`config.mk`:
```
export PLATFORM = sky130hd
export DESIGN_NAME = top
export DESIGN_NICKNAME = d
export VERILOG_FILES = /design/src/cnn_pkg.sv /design/src/local_read_if.sv /design/src/top.sv /design/src/result_store.sv /design/src/conv_layer.sv /design/src/local_store.sv /design/src/bus_write_decoder.sv
export VERILOG_INCLUDE_DIRS = /design/src
export SDC_FILE = /design/constraint.sdc
export NUM_CORES = 2
export LEC_CHECK = 0
export ABC_AREA = 1
export BUFFER_PORTS_ARGS = -buffer_cell sky130_fd_sc_hd__buf_2
export CAP_MARGIN = 40
export CORE_MARGIN = 1
export CORE_UTILIZATION = 60
export DETAILED_ROUTE_END_ITERATION = 8
export PLACE_DENSITY = 0.77
export SKIP_CTS_REPAIR_TIMING = 1
export SLEW_MARGIN = 20
export SYNTH_ARGS = -nofsm -noshare
export SYNTH_HDL_FRONTEND = slang
export SYNTH_SLANG_ARGS = --single-unit
```
`constraint.sdc`:
```
create_clock -name clk -period 21.9 [get_ports clk]
set_input_delay 1.095 -clock clk [delete_from_list [all_inputs] [get_ports clk]]
set_output_delay 1.095 -clock clk [all_outputs]
set_load 0.005 [all_outputs]
```
`src/cnn_config.svh`:
```
`ifndef CNN_CONFIG_SVH
`define CNN_CONFIG_SVH

// image and kernel geometry
`define IMG_DIM 6
`define KER_DIM 3
`define OUT_DIM 4
`define PIX_COUNT 36
`define KER_COUNT 9
`define OUT_COUNT 16

// widths
`define DATA_W 16
`define ACC_W 36
`define BUS_W 32
`define PIX_IDX_W 6
`define KER_IDX_W 4
`define OUT_IDX_W 4
`define SAT_MAX 32767

// store select on the local write port
`define TGT_PIXEL 2'd0
`define TGT_WEIGHT 2'd1
`define TGT_BIAS 2'd2

// host write map, word index in bits 7:2
`define WR_PAGE_MASK 32'hffff_ff00
`define PIXEL_BASE 32'h1000_0000
`define WEIGHT_BASE 32'h2000_0000
`define BIAS_ADDR 32'h3000_0000
`define START_ADDR 32'h4000_0000
`define IRQ_CLEAR_ADDR 32'h5000_0000

// host read map
`define RD_RESULT_MASK 32'hffff_ffc0
`define RESULT_BASE 32'hd000_0000
`define STATUS_ADDR 32'hd000_1000

`endif
```
`src/cnn_pkg.sv`:
```
`include "cnn_config.svh"

package cnn_pkg;

	// sample, coefficient and bias words
	typedef logic signed [`DATA_W-1:0] pixel_t;
	typedef logic signed [`DATA_W-1:0] weight_t;
	typedef logic signed [`DATA_W-1:0] bias_t;

	// wide enough for nine full-scale products plus bias
	typedef logic signed [`ACC_W-1:0] acc_t;

	// after relu and saturation
	typedef logic [`DATA_W-1:0] result_t;

	typedef logic [`PIX_IDX_W-1:0] pix_idx_t;
	typedef logic [`KER_IDX_W-1:0] ker_idx_t;
	typedef logic [`OUT_IDX_W-1:0] out_idx_t;

	typedef logic [`BUS_W-1:0] bus_word_t;

	typedef enum logic [2:0] {IDLE, FETCH, ACCUM, SAVE, DONE} conv_state_t;

endpackage

```
`src/local_read_if.sv`:
```
`timescale 1ns/10ps

// read port of the local stores, data one cycle after read_signal
interface local_read_if import cnn_pkg::*; ();

	logic     read_signal;
	pix_idx_t pix_addr;
	ker_idx_t ker_addr;
	pixel_t   pixel_data;
	weight_t  weight_data;
	bias_t    bias_data;

	modport layer (
		output read_signal, pix_addr, ker_addr,
		input  pixel_data, weight_data, bias_data
	);

	modport store (
		input  read_signal, pix_addr, ker_addr,
		output pixel_data, weight_data, bias_data
	);

endinterface

```
`src/top.sv`:
```
`timescale 1ns/10ps

module top import cnn_pkg::*;
(
	input  logic      clk,
	input  logic      rst,
	input  bus_word_t araddr,
	input  logic      arvalid,
	input  bus_word_t wdata,
	input  logic      wvalid,
	input  bus_word_t awaddr,
	input  logic      awvalid,
	output bus_word_t rdata,
	output logic      interrupt_signal
);

	logic       write_signal;
	logic [1:0] write_target;
	pix_idx_t   write_index;
	pixel_t     write_data;
	logic       start;
	logic       irq_clear;
	logic       pixel_done;
	logic       weight_done;
	logic       bias_done;
	logic       busy;
	logic       save_enable;
	out_idx_t   save_index;
	result_t    save_data;
	logic       calc_done;

	local_read_if rd_bus();

	// input side
	bus_write_decoder decoder(
		.clk(clk),
		.rst(rst),
		.awaddr(awaddr),
		.awvalid(awvalid),
		.wdata(wdata),
		.wvalid(wvalid),
		.write_signal(write_signal),
		.write_target(write_target),
		.write_index(write_index),
		.write_data(write_data),
		.start(start),
		.irq_clear(irq_clear),
		.pixel_done(pixel_done),
		.weight_done(weight_done),
		.bias_done(bias_done),
		.busy(busy)
	);

	local_store store(
		.clk(clk),
		.rst(rst),
		.write_signal(write_signal),
		.write_target(write_target),
		.write_index(write_index),
		.write_data(write_data),
		.rd(rd_bus.store)
	);

	conv_layer layer(
		.clk(clk),
		.rst(rst),
		.start(start),
		.rd(rd_bus.layer),
		.save_enable(save_enable),
		.save_index(save_index),
		.save_data(save_data),
		.calc_done(calc_done),
		.busy(busy)
	);

	// output side
	result_store result(
		.clk(clk),
		.rst(rst),
		.save_enable(save_enable),
		.save_index(save_index),
		.save_data(save_data),
		.calc_done(calc_done),
		.irq_clear(irq_clear),
		.pixel_done(pixel_done),
		.weight_done(weight_done),
		.bias_done(bias_done),
		.busy(busy),
		.araddr(araddr),
		.arvalid(arvalid),
		.rdata(rdata),
		.interrupt_signal(interrupt_signal)
	);

endmodule

```
`src/result_store.sv`:
```
`include "cnn_config.svh"
`timescale 1ns/10ps

module result_store import cnn_pkg::*;
(
	input  logic      clk,
	input  logic      rst,
	input  logic      save_enable,
	input  out_idx_t  save_index,
	input  result_t   save_data,
	input  logic      calc_done,
	input  logic      irq_clear,
	input  logic      pixel_done,
	input  logic      weight_done,
	input  logic      bias_done,
	input  logic      busy,
	input  bus_word_t araddr,
	input  logic      arvalid,
	output bus_word_t rdata,
	output logic      interrupt_signal
);

	result_t   result_mem [`OUT_COUNT];
	bus_word_t read_word;

	always_ff @(posedge clk)
	begin
		if (save_enable)
			result_mem[save_index] <= save_data;
	end

	always_ff @(posedge clk)
	begin
		if (rst)
			interrupt_signal <= 1'b0;
		else if (calc_done)
			interrupt_signal <= 1'b1;
		else if (irq_clear)
			interrupt_signal <= 1'b0;
	end

	// result window, status word, zero elsewhere
	always_comb
	begin
		if ((araddr & `RD_RESULT_MASK) == `RESULT_BASE)
			read_word = {{(`BUS_W - `DATA_W){1'b0}}, result_mem[araddr[5:2]]};
		else if (araddr == `STATUS_ADDR)
			read_word = {27'd0, interrupt_signal, busy, bias_done, weight_done, pixel_done};
		else
			read_word = '0;
	end

	always_ff @(posedge clk)
	begin
		if (rst)
			rdata <= '0;
		else if (arvalid)
			rdata <= read_word;
	end

	a_done_vs_clear: assert property (@(posedge clk) disable iff (rst)
		!(calc_done && irq_clear));

endmodule

```
`src/conv_layer.sv`:
```
`include "cnn_config.svh"
`timescale 1ns/10ps

module conv_layer import cnn_pkg::*;
(
	input  logic        clk,
	input  logic        rst,
	input  logic        start,
	local_read_if.layer rd,
	output logic        save_enable,
	output out_idx_t    save_index,
	output result_t     save_data,
	output logic        calc_done,
	output logic        busy
);

	conv_state_t state;
	logic [2:0]  out_row;
	logic [2:0]  out_col;
	logic [1:0]  ker_row;
	logic [1:0]  ker_col;
	ker_idx_t    ker_cnt;
	logic        acc_valid;
	acc_t        acc;
	acc_t        product;
	acc_t        final_sum;

	function automatic result_t relu_sat(input acc_t sum);
		if (sum < 0)
			return '0;
		else if (sum > `SAT_MAX)
			return result_t'(`SAT_MAX);
		else
			return result_t'(sum);
	endfunction

	// one tap per cycle while fetching
	assign rd.read_signal = (state == FETCH);
	assign rd.ker_addr    = ker_cnt;
	assign rd.pix_addr    = pix_idx_t'((out_row + ker_row) * `IMG_DIM + out_col + ker_col);

	assign product   = acc_t'(rd.pixel_data) * acc_t'(rd.weight_data);
	assign final_sum = acc + product + acc_t'(rd.bias_data);
	assign calc_done = (state == DONE);
	assign busy      = (state != IDLE);

	always_ff @(posedge clk)
	begin
		if (rst)
		begin
			state       <= IDLE;
			out_row     <= '0;
			out_col     <= '0;
			ker_row     <= '0;
			ker_col     <= '0;
			ker_cnt     <= '0;
			acc_valid   <= 1'b0;
			save_enable <= 1'b0;
		end
		else
		begin
			acc_valid   <= rd.read_signal;
			save_enable <= (state == ACCUM);
			case (state)
				IDLE:
				begin
					out_row <= '0;
					out_col <= '0;
					if (start)
						state <= FETCH;
				end
				FETCH:
				begin
					if (ker_cnt == ker_idx_t'(`KER_COUNT - 1))
					begin
						ker_cnt <= '0;
						ker_row <= '0;
						ker_col <= '0;
						state   <= ACCUM;
					end
					else
					begin
						ker_cnt <= ker_cnt + 4'd1;
						if (ker_col == 2'(`KER_DIM - 1))
						begin
							ker_col <= '0;
							ker_row <= ker_row + 2'd1;
						end
						else
							ker_col <= ker_col + 2'd1;
					end
				end
				// last product lands here
				ACCUM:
					state <= SAVE;
				SAVE:
				begin
					if (out_col == 3'(`OUT_DIM - 1))
					begin
						out_col <= '0;
						out_row <= out_row + 3'd1;
						state   <= (out_row == 3'(`OUT_DIM - 1)) ? DONE : FETCH;
					end
					else
					begin
						out_col <= out_col + 3'd1;
						state   <= FETCH;
					end
				end
				DONE:
					state <= IDLE;
				default:
					state <= IDLE;
			endcase
		end
	end

	// accumulator trails the reads by one cycle
	always_ff @(posedge clk)
	begin
		if (state == ACCUM)
		begin
			acc        <= '0;
			save_data  <= relu_sat(final_sum);
			save_index <= out_idx_t'(out_row * `OUT_DIM + out_col);
		end
		else if (state == IDLE)
			acc <= '0;
		else if (acc_valid)
			acc <= acc + product;
	end

	a_save_state: assert property (@(posedge clk) disable iff (rst)
		save_enable |-> state == SAVE);

endmodule

```
`src/local_store.sv`:
```
`include "cnn_config.svh"
`timescale 1ns/10ps

module local_store import cnn_pkg::*;
(
	input  logic       clk,
	input  logic       rst,
	input  logic       write_signal,
	input  logic [1:0] write_target,
	input  pix_idx_t   write_index,
	input  pixel_t     write_data,
	local_read_if.store rd
);

	pixel_t  pixel_mem [`PIX_COUNT];
	weight_t weight_mem [`KER_COUNT];
	bias_t   bias_reg;

	always_ff @(posedge clk)
	begin
		if (write_signal)
		begin
			case (write_target)
				`TGT_PIXEL:
				begin
					if (write_index < pix_idx_t'(`PIX_COUNT))
						pixel_mem[write_index] <= write_data;
				end
				`TGT_WEIGHT:
				begin
					if (write_index < pix_idx_t'(`KER_COUNT))
						weight_mem[write_index[`KER_IDX_W-1:0]] <= weight_t'(write_data);
				end
				`TGT_BIAS:
					bias_reg <= bias_t'(write_data);
				default:
					bias_reg <= bias_reg;
			endcase
		end
	end

	// registered read, pixel and weight fetched together
	always_ff @(posedge clk)
	begin
		if (rd.read_signal)
		begin
			rd.pixel_data  <= pixel_mem[rd.pix_addr];
			rd.weight_data <= weight_mem[rd.ker_addr];
		end
	end

	assign rd.bias_data = bias_reg;

	a_pixel_index: assert property (@(posedge clk) disable iff (rst)
		(write_signal && write_target == `TGT_PIXEL) |-> write_index < pix_idx_t'(`PIX_COUNT));

endmodule

```
`src/bus_write_decoder.sv`:
```
`include "cnn_config.svh"
`timescale 1ns/10ps

module bus_write_decoder import cnn_pkg::*;
(
	input  logic      clk,
	input  logic      rst,
	input  bus_word_t awaddr,
	input  logic      awvalid,
	input  bus_word_t wdata,
	input  logic      wvalid,
	output logic      write_signal,
	output logic [1:0] write_target,
	output pix_idx_t  write_index,
	output pixel_t    write_data,
	output logic      start,
	output logic      irq_clear,
	output logic      pixel_done,
	output logic      weight_done,
	output logic      bias_done,
	input  logic      busy
);

	logic wr_fire;
	logic pixel_hit;
	logic weight_hit;
	logic bias_hit;
	logic start_hit;
	logic clear_hit;

	assign wr_fire    = awvalid && wvalid;
	assign pixel_hit  = wr_fire && ((awaddr & `WR_PAGE_MASK) == `PIXEL_BASE);
	assign weight_hit = wr_fire && ((awaddr & `WR_PAGE_MASK) == `WEIGHT_BASE);
	assign bias_hit   = wr_fire && ((awaddr & `WR_PAGE_MASK) == `BIAS_ADDR);
	assign start_hit  = wr_fire && ((awaddr & `WR_PAGE_MASK) == `START_ADDR);
	assign clear_hit  = wr_fire && ((awaddr & `WR_PAGE_MASK) == `IRQ_CLEAR_ADDR);

	assign write_signal = pixel_hit || weight_hit || bias_hit;
	assign write_index  = awaddr[7:2];
	assign write_data   = pixel_t'(wdata[`DATA_W-1:0]);
	assign irq_clear    = clear_hit;

	always_comb
	begin
		if (weight_hit)
			write_target = `TGT_WEIGHT;
		else if (bias_hit)
			write_target = `TGT_BIAS;
		else
			write_target = `TGT_PIXEL;
	end

	// only launch once every store is loaded and the layer is idle
	assign start = start_hit && wdata[0] && pixel_done && weight_done && bias_done && !busy;

	always_ff @(posedge clk)
	begin
		if (rst)
		begin
			pixel_done  <= 1'b0;
			weight_done <= 1'b0;
			bias_done   <= 1'b0;
		end
		else
		begin
			if (pixel_hit && write_index == pix_idx_t'(`PIX_COUNT - 1))
				pixel_done <= 1'b1;
			if (weight_hit && write_index == pix_idx_t'(`KER_COUNT - 1))
				weight_done <= 1'b1;
			if (bias_hit)
				bias_done <= 1'b1;
		end
	end

	// layer must pick up every start on the next edge
	a_start_idle: assert property (@(posedge clk) disable iff (rst)
		start |-> !busy ##1 busy);

endmodule

```
After elaboration in Yosys (flattened, before gate mapping)
Memories as Yosys holds them, arrays and structs flattened. A register that Yosys moved wholly into a read port is not among the register bits.
Index checks and enable logic that the tools add are counted.

storage, ports and cells
  register bits = 127
  memory bits (writable) = 976
  bits of input ports = 101
  memories kept = 3

cells by class
  add/subtract/negate cells = 11
  $mul = 2
  $lt $le $gt $ge = 4
  eq/ne operators = 22
  multiplexer cells = 31
  reduce and logical (&&, ||, !) cells = 28

memories
  memory             depth  bits a word  read ports  clocked after memory_dff  write ports  RTL line            text
  store.pixel_mem    36     16           1           1                         1            local_store.sv:15   pixel_t pixel_mem [`PIX_COUNT];
  result.result_mem  16     16           1           0                         1            result_store.sv:23  result_t result_mem [`OUT_COUNT];
  store.weight_mem   9      16           1           1                         1            local_store.sv:16   weight_t weight_mem [`KER_COUNT];

operator list
  operator                number
  $eq A24 B22 Y1 const B  2
  $eq A24 B23 Y1 const B  2
  $add A36 B16 Y36        1
  $add A36 B36 Y36        1
  $gt A36 B16 Y1 const B  1
  $lt A36 B1 Y1 const B   1
  $eq A32 B32 Y1 const B  1
  $mul A16 B16 Y32        1
  $mul A32 B2 Y5 const B  1
  $mux W32                1
  $eq A26 B26 Y1 const B  1
  $eq A24 B21 Y1 const B  1
  $mux W3                 6
  $mux W15                1
  $logic_and A1 B1 Y1     13
  $eq A3 B2 Y1 const B    4
  $mux W1                 12
  $mux W2                 6
  $pmux W3 S2             2
  $pmux W3 S4             1
  $reduce_and A2 Y1       4
  $add A3 B1 Y3 const B   2
  $add A6 B2 Y6           1
  $add A6 B3 Y6           1
  24 further kinds        31

Longest topological paths before layout
  depth in word-level cells = 9
  gate-level depth with buffers = 55

By module
From an unflattened synthesis, not the netlist that was laid out.

second synthesis, totals
  cell total of the unflattened synthesis = 5,969
  area, all modules = 60,352.9 um^2

by module, submodules not included
  module             times used  cells each  area an instance (um^2)
  local_store        1           2,444       30,441.7
  conv_layer         1           2,392       17,996.0
  result_store       1           1,028       11,327.1
  bus_write_decoder  1           105         588.1

Worst setup path after synthesis
No wires, ideal clock.

  path kind = reg2reg
  from = register store.rd.pixel_data[7], read port of store.pixel_mem
  to = register layer.save_data[13] (data pin)
  arrival time = 8.645 ns
  required time = 21.651 ns
  slack = 13.006 ns
  cell stages (with the launch flop) = 53
  path buffers = 3
  clock period less this slack = 8.894 ns
  cells stage by stage = edfxtp_1 -> clkbuf_1 -> clkbuf_1 -> nand2_1 -> fa_1 -> inv_1 -> fa_1 -> inv_1 -> fa_1 -> inv_1 -> fa_1 -> fa_1 -> inv_1 -> fa_1 -> inv_1 -> ha_1 -> nand2_1 -> inv_1 -> [17 not listed] -> nand2_1 -> ha_1 -> nand2_1 -> nor2_1 -> inv_1 -> nor3_1 -> inv_1 -> nor2_1 -> nand2_1 -> nand3_1 -> nand4_1 -> nor2_1 -> nand4_1 -> nor2_2 -> buf_6 -> nand3_1 -> nand2_1 -> inv_1

on the way
  cells in the longest elaborated chain, start to end = 5
  elaborated cells between the ends (all ways) = 6
  classes of those cells = 2 x add/sub; 1 x mul; 2 x order compare; 1 x mux

ends and longest elaborated chain
  what                      RTL line             text
  start, declared           local_read_if.sv:20  output pixel_data, weight_data, bias_data
  $mul A16 B16 Y32 *        conv_layer.sv:42     assign product = acc_t'(rd.pixel_data) * acc_t'(rd.weight_data);
  $add A36 B36 Y36 *        conv_layer.sv:43     assign final_sum = acc + product + acc_t'(rd.bias_data);
  $add A36 B16 Y36 *        conv_layer.sv:43
  $gt A36 B16 Y1 (no line)  -
  $mux W15                  conv_layer.sv:31     else if (sum > `SAT_MAX)
  end signal, assigned      conv_layer.sv:124    save_data <= relu_sat(final_sum);
  end, declared             conv_layer.sv:12     output result_t save_data,

Every way passes the cells marked *; elsewhere a longest branch is shown, timed or not.
A chain may end at the register's enable or synchronous reset.

Final worst setup path
  from = register store.rd.weight_data[7], read port of store.weight_mem
  to = register layer.save_data[4] (data pin)

on the way
  cells in the longest elaborated chain, start to end = 5
  elaborated cells between the ends (all ways) = 6
  classes of those cells = 2 x add/sub; 1 x mul; 2 x order compare; 1 x mux

ends and longest elaborated chain
  what                      RTL line
  start, declared           local_read_if.sv:20
  $mul A16 B16 Y32 *        conv_layer.sv:42
  $add A36 B36 Y36 *        conv_layer.sv:43
  $add A36 B16 Y36 *        conv_layer.sv:43
  $gt A36 B16 Y1 (no line)  -
  $mux W15                  conv_layer.sv:31

Marks and branches as above.

==> qor.yml <==
run_status: "finished with violations"
failed_checks: "design-rule violations"
synth-edff-count: 1044
via_count: 41200
track_usage_pct: 29.5
slew_margin_rel_pct: 40.5
clk_pin_slew_ns: 0.06
drt.antenna.violating_nets: 0
floorplan.initialDensity_pct: 60.8
dr.pass1.iters: 9
pin_count: 134
dp_hpwl_mm: 96.4
fp.dieArea_mm2: 0.0995
die_h_um: 315
seq_area_frac_synth_pct: 55.8
fin_nets: 6042
drt_wl_total_mm: 146
drive_gt1_share_pct: 7.88
slew_violations: 0
synth_largest_type_area_fraction_pct: 53.2
cts-root-to-sink-buffers: 3
tritoncts_num_sinks: 1119
floorplan.die.width_um: 315
insertion_delay_ns: 0.71
grt_use_met2_pct: 49.5
ys_warn_count: 0
reg2regPathDepth: 46
tritoncts: "yes"
final_hold_viol_count: 0
placedCellCount: 6660
setup_tns_ns: 0
globalRoute.busiestLayer: "met2"
hold-path-cell-count: 2
postSynth.topFlopCell: "sky130_fd_sc_hd__edfxtp_1"
via_per_inst: 5.99
numCtsBuffers: 107
worst_pin_slew_ns: 0.892
synth_cells: 5434
fp.coreArea_mm2: 0.0970
finalSetupViolations: 0
cp-start-kind: "flip-flop"
worst-r2r-setup-slack_ns: 11.03
placementRows: 114
cts-htree-levels: 3
skew_ns: 0.0340
crit_path_top_delay_cell: "sky130_fd_sc_hd__edfxtp_1"
portBuffers: 99
route.detailed.wl_per_inst_um: 21.3
required_ns: 22.34
synthTopCellsByArea: "sky130_fd_sc_hd__edfxtp_1 53%, sky130_fd_sc_hd__fa_1 9.1%, sky130_fd_sc_hd__nand2_1 5.3%, sky130_fd_sc_hd__inv_1 4.7%, sky130_fd_sc_hd__nor2_1 3.8%"
min_period_over_period_pct: 49.6
rsz0062_at_grt: "no"
layout.cells.non_filler: 6873
grt_antenna_before_repair: 7
min_path_type: "flip-flop to flip-flop"
grt_pass1_wl_mm: 224
route.detailed.drc: 17
crit_path_max_fanout: 16
number_of_storage_elements_in_the_synthesis_netlist: 1119
critical_path.endpoint_type: "flip-flop"
grt_util_met3_pct: 4.49
setup.worst_path.start: "store.rd.weight_data[7]$_DFFE_PP_"
worst_path_largest_cell_delay_ns: 0.90
worst_r2r_startpoint: "store.rd.weight_data[7]$_DFFE_PP_"
mappedNetlistArea_mm2: 0.0589
grt_util_met1_pct: 38.4
grt_start_max_net_pins: 101
globalplace.congestion: 0.958
netlist.top_cell.by_area: "sky130_fd_sc_hd__edfxtp_1"
first_global_vias: 40700
synth.lib_cells_used.distinct: 61
worst-setup-path-type: "flip-flop to flip-flop"
grt-ovfl-total: 0
postSynthAreaPerCell_um2: 10.8
timing.critical_path.arrival_ns: 11.30
drv_cap: 0
worst_path_most_repeated_cell: "sky130_fd_sc_hd__inv_1"
syn_to_final_growth_pct: 10.4
final.min_clock_period_ns: 10.87
postSynth.asyncResetShare_pct: 0
max_clock_freq_ghz: 0.0920
hold_path_startpoint: "result.rdata[15]$_SDFFE_PP0P_"
drt_iter0_drc: 4323
clock-root-buffer: "sky130_fd_sc_hd__clkbuf_16"
layer usage:
| layer | part of all wire [%] | up-vias |
|---|---|---|
| met2 | 49 | 1992 |
| met3 | 8.4 | 350 |
| met5 | 0.027 | - |
| li1 | - | 18700 |
| met4 | 4.2 | 6 |
| met1 | 38 | 20100 |
critical path, delay by kind of cell, from the launching register on:
family	cells	cell delay, ns
adders and majority gates	9	4.17
and+or+nand+nor	17	2.54
AOI/OAI and AO/OA	7	1.54
DFF	1	0.90
xor gates and xnor gates	3	0.75
buffers and inverters	10	0.65
Yosys cell counts (all sizes together), types with 7 or more instances:
library cell	count
xor2	54
buf	44
nor4	19
mux2i	103
dfxtp	75
nor3	31
clkbuf	234
inv	734
fa	268
nand4	35
a32o	16
a221oi	16
o32ai	41
a21o	7
o21ai	368
a22oi	14
xnor2	38
nand3	224
nand2	830
o211ai	36
edfxtp	1044
a21oi	198
nor2	608
o22ai	22
ha	171
o221ai	142
a31oi	9
placed cells by master (no fill, tap or decap), drive strengths merged, types with 75 or more instances in the layout:
cell    Yosys  final
a21oi     198    198
nor2      608    608
mux2i     103    103
inv       734    736
buf        44    221
nand3     224    224
fa        268    268
dfxtp      75     75
edfxtp   1044   1044
nand2     830    830
ha        171    171
o21ai     368    368
o221ai    142    142
clkbuf    234    126
final timing paths:
check / end
worst max-delay path: layer.save_data[4]$_SDFFCE_PN0P_
worst max register to register: layer.save_data[4]$_SDFFCE_PN0P_
worst min-delay path: result.rdata[15]$_SDFFE_PP0P_
worst min register to register: result.rdata[15]$_SDFFE_PP0P_
metrics by stage:
stage / util, % / instance area [µm²] / hold slack (ns) / setup WS [ns]
2_1_floorplan: - / 59000 / 0.445 / 13.01
3_3_place_gp: 62.6 / 60700 / 0.453 / 11.35
3_5_place_dp: 63.2 / 61300 / 0.455 / 11.27
4_1_cts: 66.9 / 64900 / 0.465 / 11.20
5_1_grt: 67.1 / 65100 / 0.488 / 10.36
6_report: 67.1 / 65100 / 0.464 / 11.03
sequential cells by signal, indices dropped and copies added, names as in the netlist, 4 cells and up:
register,cells
store.pixel_mem,576
result.result_mem,256
store.weight_mem,144
layer.acc,36
layer.save_data,16
result.rdata,16
store.rd.bias_data,16
store.rd.pixel_data,16
store.rd.weight_data,16
layer.rd.ker_addr,4
layer.save_index,4
cells by family (layout without fill, tap and decap cells):
logic type      count (synthesis)  count (layout)  synth area share (%)
fa+ha+maj                     439             439                  12.7
other cells                     1              20               0.00636
flops                        1119            1119                  55.8
simple gates                 1762            1762                  12.2
xor+xnor                       92              92                  1.37
buf+inv                      1016            1160                  6.63
mux                           103             103                  1.75
compound gates                902             902                  9.59
layout make-up:
type,instances,area [µm²]
tap,1276,1600
inverter,738,2780
clock buffer,126,2780
multi-input combinational,3315,22400
antenna,3,7.51
timing repair buffer,221,1880
clock inverter,75,816
fill,7021,31900
sequential,1119,32900
Power is left out: the tool's default activity adds up to more than one toggle a clock period on the data nets, which glitch-free logic cannot reach.
